<file path="src/design/cpu9_pkg.sv">
package cpu9_pkg;

    localparam int DATA_W      = 8;               // Data word width
    localparam int INSTR_W     = 9;               // Instruction width
    localparam int OP_W        = 3;               // Opcode field
    localparam int REG_AW      = 2;               // Four registers
    localparam int IMM_W       = 6;               // I-format immediate
    localparam int PAD_W       = INSTR_W - OP_W - 2 * REG_AW; // Unused R-format bits
    localparam int PC_W        = 6;               // Program counter
    localparam int IMEM_DEPTH  = 64;              // Program words
    localparam int DMEM_AW     = 8;               // Data memory address
    localparam int DMEM_DEPTH  = 1 << DMEM_AW;    // 256 bytes

    // Forced stop after this many run cycles
    localparam int CYCLE_LIMIT = 4096;
    localparam int CYCLE_W     = 13;              // Must hold CYCLE_LIMIT itself

    localparam logic [OP_W-1:0] OP_ADD   = 3'b000; // r1 = ra + rb
    localparam logic [OP_W-1:0] OP_SUB   = 3'b001; // r1 = ra - rb
    localparam logic [OP_W-1:0] OP_DONE  = 3'b010; // Halt
    localparam logic [OP_W-1:0] OP_AND   = 3'b011; // r1 = ra & rb
    localparam logic [OP_W-1:0] OP_LDI   = 3'b100; // r1 = zext(imm)
    localparam logic [OP_W-1:0] OP_LOAD  = 3'b101; // rb = mem[ra]
    localparam logic [OP_W-1:0] OP_BRZ   = 3'b110; // pc += sext(imm) if r1 == 0
    localparam logic [OP_W-1:0] OP_STORE = 3'b111; // mem[ra] = rb

    localparam logic [REG_AW-1:0] RESULT_REG = 2'd1; // Implicit ALU destination

    // Run controller states
    localparam logic [1:0] ST_HOLD = 2'd0;       // Held and cleared while start high
    localparam logic [1:0] ST_RUN  = 2'd1;       // One instruction per clock
    localparam logic [1:0] ST_FIN  = 2'd2;       // Done until start rises

    // Same 9 bits seen as R-format or I-format
    typedef union packed {
        struct packed {
            logic [OP_W-1:0]   opcode;          // Bits 8..6
            logic [REG_AW-1:0] r_a;             // Bits 5..4
            logic [REG_AW-1:0] r_b;             // Bits 3..2
            logic [PAD_W-1:0]  pad;             // Bits 1..0, ignored
        } r_fmt;
        struct packed {
            logic [OP_W-1:0]  opcode;           // Bits 8..6
            logic [IMM_W-1:0] imm;              // Bits 5..0
        } i_fmt;
    } instr_u;

endpackage
</file>
<file path="src/design/cpu9_ctrl_if.sv">
interface cpu9_ctrl_if;
    import cpu9_pkg::*;

    logic [REG_AW-1:0] r_a;          // First register field
    logic [REG_AW-1:0] r_b;          // Second register field
    logic [IMM_W-1:0]  imm;          // Raw immediate
    logic [OP_W-1:0]   alu_op;       // ALU function
    logic              reg_we;       // Register write
    logic              dest_from_rb; // LOAD writes rb, not r1
    logic              use_imm;      // LDI operand select
    logic              mem_read;     // Write-back from memory
    logic              mem_write;    // STORE
    logic              branch;       // BRZ
    logic              halt;         // DONE

    modport dec (
        output r_a, r_b, imm, alu_op, reg_we, dest_from_rb,
        output use_imm, mem_read, mem_write, branch, halt
    );

    modport dp (
        input r_a, r_b, imm, alu_op, reg_we, dest_from_rb,
        input use_imm, mem_read, mem_write, branch, halt
    );

endinterface

</file>
<file path="src/design/control_decoder.sv">
module control_decoder (
    input  cpu9_pkg::instr_u instr,
    input  logic             run,
    cpu9_ctrl_if.dec         ctrl
);
    import cpu9_pkg::*;

    logic [OP_W-1:0] opcode;

    assign opcode = instr.r_fmt.opcode;  // Same bits in both views

    // Fields pass through, the enables decide whether they matter
    assign ctrl.r_a = instr.r_fmt.r_a;
    assign ctrl.r_b = instr.r_fmt.r_b;
    assign ctrl.imm = instr.i_fmt.imm;

    always_comb begin
        ctrl.alu_op       = OP_ADD;      // Default pass-through add
        ctrl.reg_we       = 1'b0;
        ctrl.dest_from_rb = 1'b0;
        ctrl.use_imm      = 1'b0;
        ctrl.mem_read     = 1'b0;
        ctrl.mem_write    = 1'b0;
        ctrl.branch       = 1'b0;
        ctrl.halt         = 1'b0;
        if (run) begin                   // Nothing fires outside run
            case (opcode)
                OP_ADD, OP_SUB, OP_AND: begin
                    ctrl.alu_op = opcode; // ALU codes match opcodes
                    ctrl.reg_we = 1'b1;
                end
                OP_DONE: begin
                    ctrl.halt = 1'b1;
                end
                OP_LDI: begin
                    ctrl.use_imm = 1'b1;  // 0 + imm
                    ctrl.reg_we  = 1'b1;
                end
                OP_LOAD: begin
                    ctrl.mem_read     = 1'b1;
                    ctrl.dest_from_rb = 1'b1;
                    ctrl.reg_we       = 1'b1;
                end
                OP_BRZ: begin
                    ctrl.branch = 1'b1;
                    ctrl.alu_op = OP_SUB; // 0 - r1, zero iff r1 == 0
                end
                OP_STORE: begin
                    ctrl.mem_write = 1'b1;
                end
                default: begin
                    ctrl.halt = 1'b0;     // Unknown bits do nothing
                end
            endcase
        end
    end

endmodule

</file>
<file path="src/flat_wrapper.sv">
// flat-port wrapper written by rule: the top's interface ports become plain ports
module control_decoder_flat import cpu9_pkg::*;
  (instr, run, ctrl_r_a, ctrl_r_b, ctrl_imm, ctrl_alu_op, ctrl_reg_we, ctrl_dest_from_rb, ctrl_use_imm, ctrl_mem_read, ctrl_mem_write, ctrl_branch, ctrl_halt);
  cpu9_ctrl_if ctrl_i ();
  input  cpu9_pkg::instr_u instr;
  input  logic run;
  output wire logic [$bits(ctrl_i.r_a)-1:0] ctrl_r_a;
  output wire logic [$bits(ctrl_i.r_b)-1:0] ctrl_r_b;
  output wire logic [$bits(ctrl_i.imm)-1:0] ctrl_imm;
  output wire logic [$bits(ctrl_i.alu_op)-1:0] ctrl_alu_op;
  output wire logic [$bits(ctrl_i.reg_we)-1:0] ctrl_reg_we;
  output wire logic [$bits(ctrl_i.dest_from_rb)-1:0] ctrl_dest_from_rb;
  output wire logic [$bits(ctrl_i.use_imm)-1:0] ctrl_use_imm;
  output wire logic [$bits(ctrl_i.mem_read)-1:0] ctrl_mem_read;
  output wire logic [$bits(ctrl_i.mem_write)-1:0] ctrl_mem_write;
  output wire logic [$bits(ctrl_i.branch)-1:0] ctrl_branch;
  output wire logic [$bits(ctrl_i.halt)-1:0] ctrl_halt;
  assign ctrl_r_a = ctrl_i.r_a;
  assign ctrl_r_b = ctrl_i.r_b;
  assign ctrl_imm = ctrl_i.imm;
  assign ctrl_alu_op = ctrl_i.alu_op;
  assign ctrl_reg_we = ctrl_i.reg_we;
  assign ctrl_dest_from_rb = ctrl_i.dest_from_rb;
  assign ctrl_use_imm = ctrl_i.use_imm;
  assign ctrl_mem_read = ctrl_i.mem_read;
  assign ctrl_mem_write = ctrl_i.mem_write;
  assign ctrl_branch = ctrl_i.branch;
  assign ctrl_halt = ctrl_i.halt;
  control_decoder u_core (.instr(instr), .run(run), .ctrl(ctrl_i));
endmodule
</file>
<file path="config.mk">
export PLATFORM = sky130hd
export DESIGN_NAME = control_decoder_flat
export DESIGN_NICKNAME = d
export VERILOG_FILES = /design/src/design/cpu9_pkg.sv /design/src/design/cpu9_ctrl_if.sv /design/src/design/control_decoder.sv /design/src/flat_wrapper.sv
export SDC_FILE = /design/constraint.sdc
export NUM_CORES = 1
export LEC_CHECK = 0
export BUFFER_PORTS_ARGS = -buffer_cell sky130_fd_sc_hd__buf_2
export CORE_AREA = 2 2 39 41
export DETAILED_ROUTE_END_ITERATION = 8
export DIE_AREA = 0 0 41 43
export GPL_TIMING_DRIVEN = 0
export MAX_ROUTING_LAYER = met4
export PLACE_DENSITY = 0.52
export SLEW_MARGIN = 20
export SYNTH_ARGS = -nofsm -noshare
export SYNTH_HDL_FRONTEND = slang
export SYNTH_SLANG_ARGS = --single-unit
</file>
<file path="constraint.sdc">
create_clock -name vclk -period 1
set_input_delay 0.05 -clock vclk [all_inputs]
set_output_delay 0.05 -clock vclk [all_outputs]
set_load 0.05 [all_outputs]
</file>
* Yosys cells after proc, flatten, opt, wreduce, memory -nomap -nowiden *
Cells that the tools add are included.
Widths: inputs -> output; s select.

word-level totals
  register bits = 0
  latch bits = 0
  RAM bits = 0
  bits in read-only memories = 0
  input bits = 10
  output and inout port bits = 20
  word-level logic and storage cells = 24
  memories = 0

operators by class
  $add $sub $neg = 0
  multiply operators = 0
  divide/modulo/power cells = 0
  $lt $le $gt $ge = 0
  eq/ne operators = 7
  shift operators = 0
  multiplexer cells = 14
  bitwise logic cells = 0
  reductions and logical operators = 3

operators with widths
  kind                count
  $eq 3x3->1 const B  4
  $mux 1              12
  $eq 3x2->1 const B  2
  $pmux 3 s2          1
  $reduce_or 5->1     1
  $eq 3x1->1 const B  1
  $logic_not 3->1     1
  $mux 3              1
  $reduce_or 3->1     1

* Logic depth before layout (Yosys ltp) *
Gate-level depths: netlist of run 1.

  depth in word-level cells = 4
  gate-level depth with buffers = 3
  gate-level depth less buffers = 2

* Worst setup path after synthesis of run 1 *
Ideal clock, no wire load.

  kind = input to output
  start point = in instr[7] (netlist bit)
  end point = out ctrl_mem_read
  arrival = 1.202 ns
  required time = 0.950 ns
  path slack = -0.252 ns
  stages on the path = 3
  path buffers = 1
  cell sequence = nand2b_1 nor2_1 buf_4

on the way
  cells in the longest elaborated chain, start to end = 3

ends and longest elaborated chain
  element              RTL line            text
  from (decl)          flat_wrapper.sv:5   input cpu9_pkg::instr_u instr;
  $eq 3x3->1           n/a
  $mux 1 (2 in a row)  n/a
  to (decl)            flat_wrapper.sv:14  output wire logic [$bits(ctrl_i.mem_read)-1:0] ctrl_mem_read;

No other way between the ends.

* Worst setup path after layout of run 1 *
  start point = in instr[8] (netlist bit)
  end point = out ctrl_alu_op[0]

on the way
  cells in the longest elaborated chain, start to end = 4
  elaborated cells on any way between the ends = 7
  those cells by class = 3 x eq/ne; 2 x mux; 2 x reduce/logical

ends and longest elaborated chain
  element                             RTL line               text
  $eq 3x1->1 (tied with other cells)  control_decoder.sv:27  case (opcode)
  $reduce_or 3->1                     n/a
  $pmux 3 s2 (*)                      control_decoder.sv:27
  $mux 3 (*)                          control_decoder.sv:26  if (run) begin
  to (decl)                           flat_wrapper.sv:10     output wire logic [$bits(ctrl_i.alu_op)-1:0] ctrl_alu_op;

Mark *: on every way between the ends. The rest lies on a longest branch, timed or not.

==> impl_results.md, run 1 <==
- Cell variety after synth: 10
- DIE WIDTH: 41 um
- Total track usage: 5.12%
- Pre-CTS WS: 0.152 ns
- YS warnings: 0
- Syn nets: 37
- Critical Path Sink Type: output pin
- Endpoints failing hold: 0
- Crit Path Max Fanout: 4
- Post-synthesis cell count: 27
- CTS-repair resized insts: 0
- WL per Instance: 7.53 um
- Post-DP HPWL: 456 um
- P_int: 0.0000693 W
- Clock share of power: 0%
- Share of post-route cells with drive strength above 1: 80.0%
- FF/Latch Area: 0 um2
- Most Frequent Cell on Critical Path: buf_2
- I/O Buffers: 23
- Final WS setup: 0.162 ns
- Seq_cells: 0
- Final ANT Viol Nets: 0
- Max-cap check violation count: 0
- Psw: 0.000168 W
- Largest net degree at the start of global routing: 6
- F_max: 1190 MHz
- First-pass GRT wire length: 655 um
- Fin. max-slew vios: 0
- PwrDens: 742 nW/um2
- CP max stage delay: 0.29 ns
- HP Class: input port to output pin
- FILL cells: 166
- Sw Ratio: 70.8%
- Routability cong.: 0.572
- Fin crit share: 83.8%
- Clock buf count: 0
- Layout area overhead: 84.2%
- Drt pass-1 iters: 2
- Comb pwr share: 100.0%
- Flop pwr share: 0%
- Row Count: 14
- Final WL: 497 um
- Antenna violations before repair: 0
- Tot Pwr: 0.000238 W
- DRC violations left: 0
- Startpoint Class: input port
- Unrepaired setup endpoints after global routing: no
- I/O pins: 30
- Vias in the first global route: 161
- Delay-heaviest family, CP: buffers and inverters
- Core area: 1380 um2
- Hold-fix buffers at CTS: 0
- Syn avg cell area: 6.44 um2
- Crit-path slowest cell: buf_2
- Critical path class: input port to output pin
- Bufs and invs on worst path: 2
- Vias/cell: 3.38
- Worst EP arrival: 0.79 ns
- Post-layout net count: 62
- Peak supply drop: 0.136 mV
- CP Cell Sequence: buf_2 > nand2b_4 > o22ai_1 > buf_2
- Static Leak: 0.205 nW
- Total die area: 1760 um2
- Post-Synthesis Cell Area: 174 um2
- Run status: completed
- Fin crit period: 0.838 ns
- Initial drt markers: 3
- Die Height: 43 um
- Sequential area share after synthesis: 0%
- Initial Utilization: 12.6%
- ANT cells: 0
- CP Data Required Time: 0.95 ns
- Vias: 223
- Global route overflow: 0
- Postcts setup bufs: 0
- Final setup viols: 0
## cells in the final DEF, fill, tap and decap left out, drive strengths merged
cell | netlist | final
a21oi | 1 | 1
nand2 | 2 | 2
nor2 | 5 | 5
o22ai | 1 | 1
inv | 1 | 1
nor3 | 1 | 1
buf | 12 | 35
conb | 1 | 1
nand2b | 3 | 3
## cells in the mapped netlist (all sizes together)
cell | instances | area share, %
conb | 1 | 2.2
buf | 12 | 52
inv | 1 | 2.2
nand2 | 2 | 4.3
nor2 | 5 | 11
nor3 | 1 | 2.9
o22ai | 1 | 3.6
a21oi | 1 | 2.9
nand2b | 3 | 19
## logic make-up (layout without fill, tap and decap cells)
group	Yosys count	after routing	share of synthesized area, %
other	1	1	2.16
buffers and inverters	13	36	54.0
AO/OA/AOI/OAI	2	2	6.47
AND/OR/NAND/NOR	11	11	37.4
## power by group through the flow
stage               Clock (W)  Combinational, W  Sequential (W)
global placement            0          0.000236               0
floorplan                   0          0.000191               0
CTS                         0          0.000239               0
detailed placement          0          0.000239               0
finish                      0          0.000238               0
global route                0          0.000251               0
## final timing paths
kind / startpoint / end / slack (ns) / depth (start not counted)
setup / recovery: instr[8] / ctrl_alu_op[0] / 0.16 / 4
hold / removal: instr[4] / ctrl_r_a[0] / 0.40 / 2
## final cells by class
cell class,count,area [um2],area share [%]
timing repair buffer,23,115,35.9
inverter,1,3.75,1.17
multi-input combinational,14,91.3,28.5
tap,16,20.0,6.25
buffer,12,90.1,28.1
## metal layers
layer | GRT usage (%) | vias up | routed length, um
li1 | - | 116 | -
met3 | 0 | 0 | 75
met2 | 6.88 | 18 | 199
met4 | 0 | 0 | 0
met5 | - | - | 0
met1 | 8.86 | 89 | 222
## per-stage QoR
step                      hold slack [ns]  area (um2)  setup TNS, ns  instances  utilization, %
after floorplan                     0.201         185       -0.00302         27               -
after global placement              0.402         320              0         66            23.1
after detailed placement            0.402         320              0         66            23.1
after CTS                           0.402         320              0         66            23.1
after global routing                0.406         320              0         66            23.1
final                               0.402         320              0         66            23.1
(Power assumes the default switching activity.)
==> run 2: changes to the inputs <==
- clock period: 1 -> 0.85 ns (I/O delays scaled with it)
==> impl_results.md, run 2 (synthesized netlist as in run 1, its figures left out) <==
- Run status: completed (unchanged)
- Area occupied by multi-input gates: 103 um2 (was 91.3 um2)
- Worst EP arrival: 0.76 ns (was 0.79 ns)
- Critical Path Sink Type: output pin (unchanged)
- Crit-path slowest cell: buf_2 (unchanged)
- WL per Instance: 7.21 um (was 7.53 um)
- Met2 WL: 223 um (was 199 um)
- Total die area: 1760 um2 (unchanged)
- Tot Pwr: 0.000283 W (was 0.000238 W)
- Fin crit period: 0.803 ns
- Routed wl met3: 62 um (was 75 um)
- Fin crit share: 94.5%
- Share of post-route cells with drive strength above 1: 86.0% (was 80.0%)
- Max-cap check violation count: 0 (unchanged)
- CP Depth: 5 (was 4)
- I/O Buffers: 23 (unchanged)
- Setup crit end: ctrl_mem_read (was ctrl_alu_op[0])
- Flop pwr share: 0% (about the same)
- First-pass GRT wire length: 690 um (was 655 um)
- Commonest non-fill, non-tap cell in the layout: buf_2 (unchanged)
- Delay-heaviest family, CP: buffers and inverters (unchanged)
- Hold Crit Start: instr[4] (unchanged)
- ANT cells: 0 (unchanged)
- Wl on met1: 190 um (was 222 um)
- Post-layout net count: 62 (unchanged)
- Initial drt markers: 1 (was 3)
- Static Leak: 0.206 nW (was 0.205 nW)
- Peak supply drop: 0.220 mV (was 0.136 mV)
- Sw Ratio: 70.5% (was 70.8%)
- CP Data Required Time: 0.81 ns (was 0.95 ns)
- Crit Path Max Fanout: 3 (was 4)
- P_int: 0.0000835 W (was 0.0000693 W)
- Fin. max-slew vios: 0 (unchanged)
- DIE WIDTH: 41 um (unchanged)
- Core area: 1380 um2 (unchanged)
- Startpoint Class: input port (unchanged)
- Vias in the first global route: 162 (was 161)
- PwrDens: 854 nW/um2 (was 742 nW/um2)
- Hold-fix buffers at CTS: 0 (unchanged)
- Initial Utilization: 12.6% (unchanged)
- Final WL: 476 um (was 497 um)
- HP Class: input port to output pin (unchanged)
- Setup tns final: 0 ns (unchanged)
- Commonest non-fill, non-tap cells in the layout: 23 x buf_2, 12 x buf_4, 3 x nor2_2 (was 23 x buf_2, 12 x buf_4, 4 x nor2_1, 2 x nand2b_4, 2 x nand2_1)
- Antenna violations before repair: 0 (unchanged)
- FF/Latch Area: 0 um2 (unchanged)
- Endpoints failing hold: 0 (unchanged)
- Vias/cell: 3.30 (was 3.38)
- CP max stage delay: 0.24 ns (was 0.29 ns)
- Psw: 0.000200 W (was 0.000168 W)
- I/O pins: 30 (unchanged)
- Row Count: 14 (unchanged)
- DRC violations left: 0 (unchanged)
- Seq_cells: 0 (unchanged)
- Post-route cell area: 332 um2 (was 320 um2)
- Final ANT Viol Nets: 0 (unchanged)
- Most Frequent Cell on Critical Path: buf_2 (unchanged)
- Crit path launch: instr[7] (was instr[8])
- F_max: 1240 MHz
- Clock buf count: 0 (unchanged)
- Post-DP HPWL: 454 um (was 456 um)
- Layout area overhead: 90.6% (was 84.2%)
- DP Area: 332 um2 (was 320 um2)
- Routability cong.: 0.576 (was 0.572)
- Global route overflow: 0 (unchanged)
- Unrepaired setup endpoints after global routing: no (unchanged)
- CP Cell Sequence: buf_2 > nand2b_1 > nor2_2 > buf_4 > buf_2 (was buf_2 > nand2b_4 > o22ai_1 > buf_2)
- Largest net degree at the start of global routing: 6 (unchanged)
- Highest metal used: met3 (unchanged)
- Bufs and invs on worst path: 3 (was 2)
- Vias: 218 (was 223)
- Drt pass-1 iters: 2 (unchanged)
- CTS-repair resized insts: 0 (unchanged)
- Postcts setup bufs: 0 (unchanged)
- Final setup viols: 0 (unchanged)
- Clock share of power: 0% (about the same)
- Die Height: 43 um (unchanged)
- Comb pwr share: 100.0% (about the same)
- Total track usage: 5.42% (was 5.12%)
- Critical path class: input port to output pin (unchanged)
- FILL cells: 163 (was 166)
run 2: cell counts in the layout (fill, tap and decap cells not counted):
No cell type changed its count.
run 2: power groups by stage:
stage | clock network [W] | logic, W | registers, W
final | 0 | 0.000283 | 0
after global routing | 0 | 0.000299 | 0
after detailed placement | 0 | 0.000286 | 0
after global placement | 0 | 0.000284 | 0
after floorplan | 0 | 0.000230 | 0
after CTS | 0 | 0.000286 | 0
run 2: per-stage QoR:
stage | utilization [%] | hold slack, ns | setup WS [ns] | std cells
CTS | 24.0 | 0.387 | 0.0366 | 66
global route | 24.0 | 0.391 | 0.00119 | 66
detailed placement | 24.0 | 0.387 | 0.0381 | 66
finish | 24.0 | 0.387 | 0.0467 | 66
floorplan | - | 0.186 | -0.126 | 27
global placement | 24.0 | 0.387 | 0.0362 | 66
run 2: routing by layer:
layer / up-vias / track usage, %
met5: - / -
met4: 0 / 0
met3: 0 / 0
met2: 13 / 9.06
met1: 88 / 7.59
li1: 117 / -
run 2: layout make-up:
cell class	count	area share, %
Multi-Input combinational cell	14	30.9
Timing Repair Buffer	23	34.7
Tap cell	16	6.04
Inverter	1	1.13
Buffer	12	27.2
run 2: worst min path at each step:
stage               slack (ns)          end  cells past startpoint
floorplan                 0.19    ctrl_halt                      1
global placement          0.39  ctrl_r_b[1]                      2
detailed placement        0.39  ctrl_r_a[0]                      2
CTS                       0.39  ctrl_r_a[0]                      2
global route              0.39  ctrl_r_a[0]                      2
finish                    0.39  ctrl_r_a[0]                      2
==> run 3: changes to the inputs <==
- PLACE_DENSITY: 0.52 -> 0.53
==> impl_results.md, run 3 (synthesized netlist as in run 1, its figures left out) <==
- Vias in the first global route: 182 (was 162)
- Commonest non-fill, non-tap cell in the layout: buf_2 (unchanged)
- Total die area: 1760 um2 (unchanged)
- Clock buf count: 0 (unchanged)
- Crit Path Max Fanout: 4 (was 3)
- Most Frequent Cell on Critical Path: buf_2 (unchanged)
- Unrepaired setup endpoints after global routing: no (unchanged)
- Max-cap check violation count: 0 (unchanged)
- ANT cells: 0 (unchanged)
- FILL cells: 163 (unchanged)
- Post-DP HPWL: 442 um (was 454 um)
- Run status: completed (unchanged)
- Worst Hold End: ctrl_imm[5] (was ctrl_r_a[0])
- Fin crit period: 0.794 ns (was 0.803 ns)
- Core area: 1380 um2 (unchanged)
- Final ANT Viol Nets: 0 (unchanged)
- Global route overflow: 0 (unchanged)
- PwrDens: 851 nW/um2 (was 854 nW/um2)
- Static Leak: 0.206 nW (about the same)
- Post-route cell area: 334 um2 (was 332 um2)
- I/O pins: 30 (unchanged)
- Bufs and invs on worst path: 2 (was 3)
- Crit-path slowest cell: buf_2 (unchanged)
- Hold depth: 2 (unchanged)
- Startpoint Class: input port (unchanged)
- Fin crit share: 93.5% (was 94.5%)
- Commonest non-fill, non-tap cells in the layout: 22 x buf_2, 12 x buf_4, 3 x nor2_2 (was 23 x buf_2, 12 x buf_4, 3 x nor2_2)
- Critical Path Sink Type: output pin (unchanged)
- Vias/cell: 3.47 (was 3.30)
- Total track usage: 4.71% (was 5.42%)
- Vias: 229 (was 218)
- Postcts setup bufs: 0 (unchanged)
- F_max: 1260 MHz (was 1240 MHz)
- Antenna violations before repair: 0 (unchanged)
- CP Cell Sequence: buf_2 > nand2b_4 > o22ai_2 > buf_2 (was buf_2 > nand2b_1 > nor2_2 > buf_4 > buf_2)
- Peak supply drop: 0.138 mV (was 0.220 mV)
- FF/Latch Area: 0 um2 (unchanged)
- Drt pass-1 iters: 2 (unchanged)
- Initial drt markers: 3 (was 1)
- Layout area overhead: 92.1% (was 90.6%)
- Endpoints failing hold: 0 (unchanged)
- Final WL: 461 um (was 476 um)
- Initial Utilization: 12.6% (unchanged)
- I/O Buffers: 23 (unchanged)
- Worst EP arrival: 0.75 ns (was 0.76 ns)
- First-pass GRT wire length: 627 um (was 690 um)
- DP Area: 332 um2 (unchanged)
- DIE WIDTH: 41 um (unchanged)
- WL per Instance: 6.98 um (was 7.21 um)
- Routability cong.: 0.469 (was 0.576)
- Row Count: 14 (unchanged)
- Final setup viols: 0 (unchanged)
- Hold Crit Start: instr[5] (was instr[4])
- Setup tns final: 0 ns (unchanged)
- CP max stage delay: 0.28 ns (was 0.24 ns)
- DRC violations left: 0 (unchanged)
- Largest net degree at the start of global routing: 6 (unchanged)
- Post-layout net count: 62 (unchanged)
- Critical path class: input port to output pin (unchanged)
- Delay-heaviest family, CP: buffers and inverters (unchanged)
- Share of post-route cells with drive strength above 1: 86.0% (unchanged)
- Die Height: 43 um (unchanged)
- Fin. max-slew vios: 0 (unchanged)
- HP Class: input port to output pin (unchanged)
- Seq_cells: 0 (unchanged)
- CP Data Required Time: 0.81 ns (about the same)
[run 3: changes by cell type in the layout (fill, tap and decap cells not counted)]
cell	before	now
buf_2	23	22
clkbuf_4	0	1
[run 3: metal layers]
metal	vias up	track usage [%]	part of all wire (%)
met5	-	-	0
met4	0	0	0
met3	0	0	16
met2	16	10.6	56
met1	96	3.80	28
li1	117	-	-
[run 3: what timing repair did]
item | in CTS | in global routing
resized for setup | 0 | 1
endpoints found under the hold margin | 0 | 0
hold buffers | 0 | 0
setup endpoints to repair | 0 | 1
[run 3: worst max-delay path by stage]
stage / from / to / slack (ns) / cells past startpoint
2_1_floorplan: instr[7] / ctrl_mem_read / -0.13 / 3
3_3_place_gp: instr[7] / ctrl_mem_read / 0.04 / 5
3_5_place_dp: instr[7] / ctrl_mem_read / 0.03 / 5
4_1_cts: instr[7] / ctrl_mem_read / 0.03 / 5
5_1_grt: instr[7] / ctrl_mem_read / 0.02 / 5
6_report: instr[8] / ctrl_alu_op[0] / 0.06 / 4
[run 3: layout make-up]
class / count / area, um2 / area share (%)
repair buffers: 23 / 118 / 35.2
well taps: 16 / 20.0 / 5.99
inverters: 1 / 3.75 / 1.12
plain buffers: 12 / 90.1 / 27.0
multi-input cells: 14 / 103 / 30.7
[run 3: where the power goes]
group          leakage, nW  total, W  switching [W]  internal [W]
Combinational        0.206  0.000284       0.000200     0.0000841
Clock                    0         0              0             0
Sequential               0         0              0             0
Total                0.206  0.000284       0.000200     0.0000841
[run 3: through the flow]
stage	hold WS [ns]	utilization [%]	total power (W)	setup slack, ns	std cells
CTS	0.388	24.0	0.000286	0.0328	66
finish	0.387	24.1	0.000284	0.0555	66
global route	0.390	24.1	0.000299	0.0151	66
detailed placement	0.388	24.0	0.000286	0.0328	66
floorplan	0.186	-	0.000230	-0.126	27
global placement	0.387	24.0	0.000284	0.0353	66
